## src/include/wdata_defs.svh

```systemverilog
`ifndef WDATA_DEFS_SVH
`define WDATA_DEFS_SVH

// ==============================
// Slot storage
// ==============================

`define WBUF_DEPTH          128     // Write data slots.
`define WBUF_SLOT_W         7

// Beat payload.
`define WBUF_DATA_W         256
`define WBUF_STRB_W         32      // One strobe per byte.
`define WBUF_ADDR_W         32      // DRAM address.

// ==============================
// Egress side
// ==============================

`define WBUF_DESC_DEPTH     128     // Descriptor FIFO entries.
`define WBUF_DRAM_CREDITS   4       // Held after reset.

`endif

```

## src/rtl/wdata_pkg.sv

```systemverilog
`include "wdata_defs.svh"

package wdata_pkg;

    // ==============================
    // Slot and payload vectors
    // ==============================

    // Index into the data SRAM.
    typedef logic [`WBUF_SLOT_W-1:0] slot_t;

    // Full write beat and its byte enables.
    typedef logic [`WBUF_DATA_W-1:0] data_t;
    typedef logic [`WBUF_STRB_W-1:0] strb_t;

    // One SRAM macro is half a beat wide.
    typedef logic [`WBUF_DATA_W/2-1:0] half_t;

    // DRAM side byte address.
    typedef logic [`WBUF_ADDR_W-1:0] addr_t;

endpackage

```

## src/rtl/slot_free_list.sv

```systemverilog
`include "wdata_defs.svh"

module slot_free_list (
    input  logic             clk,
    input  logic             reset,
    input  logic             alloc,
    input  logic             release_en,
    input  wdata_pkg::slot_t release_slot,
    output wdata_pkg::slot_t alloc_slot
);

    logic [`WBUF_SLOT_W:0]   fresh_cnt;      // Slots handed out so far.
    logic                    fresh_done;
    wdata_pkg::slot_t        rcy_mem [`WBUF_DEPTH];
    wdata_pkg::slot_t        rcy_wr_ptr;
    wdata_pkg::slot_t        rcy_rd_ptr;
    logic [`WBUF_SLOT_W:0]   rcy_cnt;
    logic                    rcy_empty;
    logic                    bypass;
    logic                    rcy_push;
    logic                    rcy_pop;

    assign fresh_done = (fresh_cnt == (`WBUF_SLOT_W+1)'(`WBUF_DEPTH));
    assign rcy_empty  = (rcy_cnt == '0);

    // Released slot goes straight back out when nothing is queued.
    assign bypass   = alloc && fresh_done && rcy_empty && release_en;
    assign rcy_push = release_en && !bypass;
    assign rcy_pop  = alloc && fresh_done && !rcy_empty;

    always_comb begin
        if (!fresh_done) begin
            alloc_slot = fresh_cnt[`WBUF_SLOT_W-1:0];
        end else if (rcy_empty) begin
            alloc_slot = release_slot;
        end else begin
            alloc_slot = rcy_mem[rcy_rd_ptr];
        end
    end

    // ==============================
    // Control state
    // ==============================
    always_ff @(posedge clk) begin
        if (reset) begin
            fresh_cnt  <= '0;
            rcy_wr_ptr <= '0;
            rcy_rd_ptr <= '0;
            rcy_cnt    <= '0;
        end else begin
            if (alloc && !fresh_done) fresh_cnt <= fresh_cnt + 1'b1;
            if (rcy_push) rcy_wr_ptr <= rcy_wr_ptr + 1'b1;
            if (rcy_pop) rcy_rd_ptr <= rcy_rd_ptr + 1'b1;
            rcy_cnt <= rcy_cnt + (`WBUF_SLOT_W+1)'(rcy_push) - (`WBUF_SLOT_W+1)'(rcy_pop);
        end
    end

    always_ff @(posedge clk) begin
        if (rcy_push) begin
            rcy_mem[rcy_wr_ptr] <= release_slot;
        end
    end

endmodule

```

## config.mk

```make
export PLATFORM = sky130hd
export DESIGN_NAME = slot_free_list
export DESIGN_NICKNAME = d
export VERILOG_FILES = /design/src/rtl/wdata_pkg.sv /design/src/rtl/slot_free_list.sv
export VERILOG_INCLUDE_DIRS = /design/src /design/src/include
export SDC_FILE = /design/constraint.sdc
export NUM_CORES = 1
export LEC_CHECK = 0
export ABC_AREA = 1
export BUFFER_PORTS_ARGS = -buffer_cell sky130_fd_sc_hd__clkbuf_2
export CAP_MARGIN = 40
export CORE_MARGIN = 2
export CORE_UTILIZATION = 37
export DETAILED_ROUTE_END_ITERATION = 8
export MAX_ROUTING_LAYER = met4
export SLEW_MARGIN = 20
export SYNTH_ARGS = -nofsm -noshare
export SYNTH_HDL_FRONTEND = slang
export SYNTH_SLANG_ARGS = --single-unit
export TNS_END_PERCENT = 50
```

## constraint.sdc

```tcl
create_clock -name clk -period 9.3 [get_ports clk]
set_clock_uncertainty 0.2 [all_clocks]
set_input_delay 0.93 -clock clk [delete_from_list [all_inputs] [get_ports clk]]
set_output_delay 0.93 -clock clk [all_outputs]
set_load 0.01 [all_outputs]
```

==> results of run 1 <==
[metal layers]
layer | vias to the layer above | routed length, um | global-route usage
met4 | 0 | 2740 | 0.0604
met2 | 949 | 46700 | 0.291
met1 | 12343 | 42800 | 0.257
met5 | - | 0 | -
met3 | 166 | 7940 | 0.0318
li1 | 11831 | - | -
[kinds of logic (layout without fill, tap and decap cells)]
family                     after synthesis  after routing  share of synthesized area
other                                    0              3                          0
AOI/OAI and AO/OA                       57             57                    0.00758
and+or+nand+nor                       2143           2143                      0.235
adders and majority gates               16             16                    0.00533
DFF                                    933            933                      0.710
buffers and inverters                  270            302                     0.0419
xor gates and xnor gates                 1              1                   0.000225
[worst max-delay path, stage by stage (launching register included)]
cell and delay, ps:
dfxtp_4 390, buf_12 410, buf_16 520, buf_12 780
nand2_1 130, nand3_1 140, nand3_1 80, nand2_1 100
nand2_1 100, nand3_1 170, nand3_1 150, nand3_1 250
nand2_1 90, nand2_1 60, nand2_1 140, nand2_1 100
clkbuf_2 130
[power groups by stage]
| stage | sequential (W) | combinational [W] | clock (W) |
|---|---|---|---|
| final | 0.00463 | 0.000239 | 0.00386 |
| after global routing | 0.00463 | 0.000268 | 0.00406 |
| after CTS | 0.00463 | 0.000239 | 0.00391 |
| after detailed placement | 0.00472 | 0.000239 | 0 |
| after global placement | 0.00472 | 0.000225 | 0 |
| after floorplan | 0.00472 | 0.000109 | 0 |
[worst max-delay path by stage]
stage                       startpoint       endpoint
after detailed placement          flop  alloc_slot[3]
after global placement            flop  alloc_slot[3]
final                             flop  alloc_slot[3]
after floorplan           fresh_cnt[0]     rcy_cnt[6]
after global routing              flop  alloc_slot[4]
after CTS                         flop  alloc_slot[3]
[registers in the layout, summed over array words and instances, names as in the netlist, named ones only]
register	flops
fresh_cnt	8
rcy_wr_ptr	7
rcy_rd_ptr	7
rcy_mem	896
rcy_cnt	8
[area by class of cell]
cell class	instances	area, um2	share of cell area
clock inverters	58	631	0.0146
diodes	3	7.51	0.000174
inverters	64	260	0.00602
flip-flops and latches	933	27700	0.640
well taps	1391	1740	0.0403
clock buffers	116	2510	0.0580
repair buffers	64	726	0.0168
multi-input cells	2217	9670	0.224
[cell usage in the layout (no fill, tap or decap), types with 2 or more instances in the layout]
cell type and instances:
nor3_1 10, inv_2 5, clkbuf_2 10, buf_16 11
nand2_1 1188, dfxtp_4 3, a21oi_1 27, nand4_2 4
buf_12 4, clkinv_8 2, bufinv_16 12, buf_4 39
clkinv_2 22, nand4_1 4, clkinv_1 18, diode_2 3
clkbuf_16 96, dfxtp_1 33, edfxtp_1 896, nand3_2 5
o21ai_0 25, nor2_1 144, inv_6 2, o21a_1 2
inv_16 3, nand3_1 779, inv_1 56, nor3b_1 2
clkbuf_8 3, ha_1 15, nor2_2 2, clkbuf_1 17
[through the flow]
| step | hold WS, ps | total power, W | area (um2) |
|---|---|---|---|
| 6_report | 306 | 0.00872 | 43200 |
| 2_1_floorplan | 251 | 0.00482 | 38900 |
| 5_1_grt | 325 | 0.00896 | 43200 |
| 3_5_place_dp | 284 | 0.00495 | 40000 |
| 3_3_place_gp | 286 | 0.00494 | 39700 |
| 4_1_cts | 302 | 0.00877 | 43100 |
==> impl_results.md, run 1 <==
- WL/cell: 20.7 um
- Setup WS pre-CTS: 4480 ps
- Peak supply drop: between 150 and 200 uV
- Internal Power: 0.00693 W
- DR iter-0 viols: 2,797
- Worst r2r src: rcy_cnt[4]
- DP Cell Count: between 4k and 5k
- Most numerous cell in the Yosys netlist: nand2_1
- Period utilization: 0.618
- Worst R2R Path Depth: 11
- Ys async rst share: 0
- Clock sinks: 933
- Worst R2R Setup Slack: 5570 ps
- Total GRT Usage: 0.190
- WP data required: 8170 ps
- Post-CTS setup buffer count: 0
- CP arrival: 4620 ps
- Status: completed
- Routed WL: 100,000 um
- Fin util: 0.412
- Sw Ratio: 0.205
- Dominant cell type by area after synthesis: edfxtp_1
- Ratio of cells with drive above 1 in the final layout: 0.0666
- Switch Pwr: 0.00179 W
- Initial antenna violation count: 2
- Gate power share: 0.027
- Layout net count: 3,401
- Seq pwr share: 0.530
- CTS tree: built
- Num CTS Buffers: between 90 and 100
- First-pass GRT wire length: 151,000 um
- P_leak: 15.2 nW
- Warnings from Yosys: 0
- Drt pass-1 iters: 5
- RSZ-0062 raised after global routing: no
- IO Pins: 18
- Hold depth: 2
- Final Hold Violating Endpoints: 0
- Yosys reg bits: 933
- Net count after synthesis: 3,447
- Ys flop type: edfxtp_1
- Max Cap Viol: 0
- Die Footprint: 108,000 um2
- Number of vias per cell: roughly 5.2
- Post-synthesis sequential area ratio: 0.710
- Residual DRC: 0
- Largest net degree at the start of global routing: around 240
- Hold_sp: rcy_rd_ptr[5]
- Post-synthesis area per instance: 11.4 um2
- Post-route setup slack: approximately 3500 ps
- Starting Density: 0.372
- I/O Buffers: 17
- Clock share of power: 0.442
- Hold Crit Class: flop to flop
- Crit end category: primary output
- Synth top area share: 0.691
- Crit path max fanout: 212
- Final Non-Filler Cells: approximately 4.8k
- H-tree lvl count: 3
- Clock transition at the registers of the reported paths: 60 ps
- Final Setup Violations: 0
- Worst Tran Pin Value: 1010 ps
- Slew headroom: 0.325
- R2R Path End: rcy_mem[69][5]
- Num rows: 119
- Period minus WS final: 5750 ps
- Core area: 105,000 um2
- Top post-synthesis cells by area: edfxtp_1, nand2_1, nand3_1, dfxtp_1, buf_6
- Slew Viols, Final: 0
- Vias in the first global route: 24.0k
- Cell count after synthesis: 3,420
- Fmax: roughly 170 MHz
- Distinct cells, synth: 35
- Vias: roughly 25k
- Post-synth top cells: nand2_1, edfxtp_1, nand3_1
- Detailed placement HPWL: 56,500 um
- Area Growth Syn to Fin: 10.9%
- Placer Congestion: 0.834
- Width of the die: ~330 um
- # fillers: 9,907
- Setup TNS: 0 ps
- Critical Path Start Type: flop
- Clock buffer depth: 3
- Post-synth EDFFs: ~900
- Critical path class: flop to primary output
- Root buffer cell: clkbuf_16
- Hold path endpoint: rcy_rd_ptr[5]
- Pwr/cell area: 202 nW/um2
- Grt total ovfl: 0
- Die H: 328 um
- ANT nets after route: 0
- Cell area after synthesis: 38,900 um2
- Clock Latency Late Sink: 670 ps
- Hold_buf cts: 0
- Post-CTS Resized: 0
Power figures use the tool's default switching activity.
==> run 2, diff against run 1 <==
- clock period: 9.3 -> 5.1 ns (I/O delays scaled with it)
==> run 2 against run 1 <==
- worst setup slack worse by 2900 ps
- cell area up 0.33%
- flip-flop and latch count is the same
- worst hold slack got worse by 280 ps
- via count grew 0.66%
- register-to-register slack worse by 3900 ps
- sequential share of layout area down 0.21 points
- final cell count grew 0.64%
- power increased by 80%
==> impl_results.md, run 2 (same netlist as run 1, synthesis figures left out) <==
- Clock buffer depth: 3
- Hold_sp: alloc
- H-tree lvl count: 3
- Hold Crit Class: input pin to flop
- WP data required: 4390 ps
- Residual DRC: 0
- Fmax: 224 MHz
- WL/cell: slightly above 20 um
- Ratio of cells with drive above 1 in the final layout: 0.0726
- Grt total ovfl: 0
- Number of vias per cell: 5.22
- Peak supply drop: 274 uV
- Biggest regs: rcy_mem (896), fresh_cnt (8), rcy_cnt (8)
- Max Cap Viol: 0
- CTS tree: built
- Clock Latency Late Sink: approximately 660 ps
- Total GRT Usage: 0.192
- Drt pass-1 iters: 6
- Setup WS pre-CTS: about 1400 ps
- Initial antenna violation count: 1
- Period minus WS final: 4460 ps
- Worst Tran Pin Value: 950 ps
- CP arrival: around 3800 ps
- Layout net count: 3,440
- Max reg flops: 896
- Pwr/cell area: 362 nW/um2
- Fin util: 0.413
- Root buffer cell: clkbuf_16
- RSZ-0062 raised after global routing: no
- Worst hold margin: 25.8 ps
- Most frequent cells in the layout: nand2_1, edfxtp_1, nand3_1
- Critical Path Start Type: flop
- Clock transition at the registers of the reported paths: 60 ps
- Final Hold Violating Endpoints: 0
- Slew headroom: 0.366
- Width of the die: between 300 and 400 um
- Vias: approximately 25k
- Core area: around 100,000 um2
- Die H: 328 um
- Period utilization: 0.874
- P_leak: between 15 and 20 nW
- DR iter-0 viols: between 2k and 3k
- Critical path class: flop to primary output
- Status: completed
- Final Setup Violations: 0
- Largest net degree at the start of global routing: 163
- Num rows: 119
- Detailed placement HPWL: 57,200 um
- Slew Viols, Final: 0
- ANT nets after route: 0
- Post-route setup slack: 642 ps
- Area Growth Syn to Fin: 11.3%
- Routed WL: 101,000 um
- Vias in the first global route: between 20k and 25k
- Worst r2r src: rcy_cnt[5]
- First-pass GRT wire length: 153,000 um
- Most common cell after layout, fill and taps aside: nand2_1
- Crit end category: primary output
- Placer Congestion: 0.840
- Largest register by flop count: rcy_mem
- Die Footprint: 108,000 um2
- Num CTS Buffers: between 90 and 100
- Post-CTS setup buffer count: 0
- I/O Buffers: 17
- Total chip power: approximately 0.016 W
- Starting Density: 0.372
- IO Pins: 18
- Setup TNS: 0 ps
- Crit path max fanout: 150
- Antenna Diode Count: 0
- Clock sinks: 933
[run 2: path summary, 6_finish.rpt]
kind | to | slack, ps | cells past startpoint
worst max register to register | rcy_cnt[6] | 1630 | 19
worst min register to register | flop | 300 | 2
worst max-delay path | alloc_slot[3] | 640 | 15
worst min-delay path | rcy_rd_ptr[0] | 30 | 3
[run 2: per-layer routing]
metal	track usage	up-vias	wire length, um
li1	-	11902	-
met1	0.261	12411	43500
met2	0.302	971	47900
met3	0.0264	172	7460
met4	0.0560	0	2410
met5	-	-	0
[run 2: what timing repair did]
item / in CTS / in global routing
resized for setup: 0 / 0
hold buffers: 1 / 0
hold endpoints to repair: 2 / 0
[run 2: final cells by class]
type,instances,area (um2)
multi-input cells,2217,9670
fillers,9920,61500
inverters,64,260
clock buffers,116,2540
repair buffers,101,1020
clock inverters,55,454
well taps,1391,1740
flip-flops and latches,933,27700
[run 2: power by group]
part,switching [W],internal (W)
Combinational,0.000327,0.000111
Sequential,0.0000143,0.00842
Clock,0.00288,0.00392
Total,0.00322,0.0125
[run 2: per-stage QoR]
step,instance area (um2),std cells
4_1_cts,43200,4873
2_1_floorplan,38900,3420
3_3_place_gp,40100,4696
5_1_grt,43300,4877
3_5_place_dp,40200,4701
6_report,43300,4877
[run 2: critical path: stages (launching register included)]
cell	delay [ps]
dfxtp_4	440
clkinv_8	380
buf_4	510
nand2_1	100
nand3_1	60
nand3_1	150
nand2_1	70
nand2_1	60
nand3_1	120
nand3_1	180
nand3_1	220
nand2_1	180
nand2_1	60
nand2_1	90
nand2_1	60
clkbuf_2	120
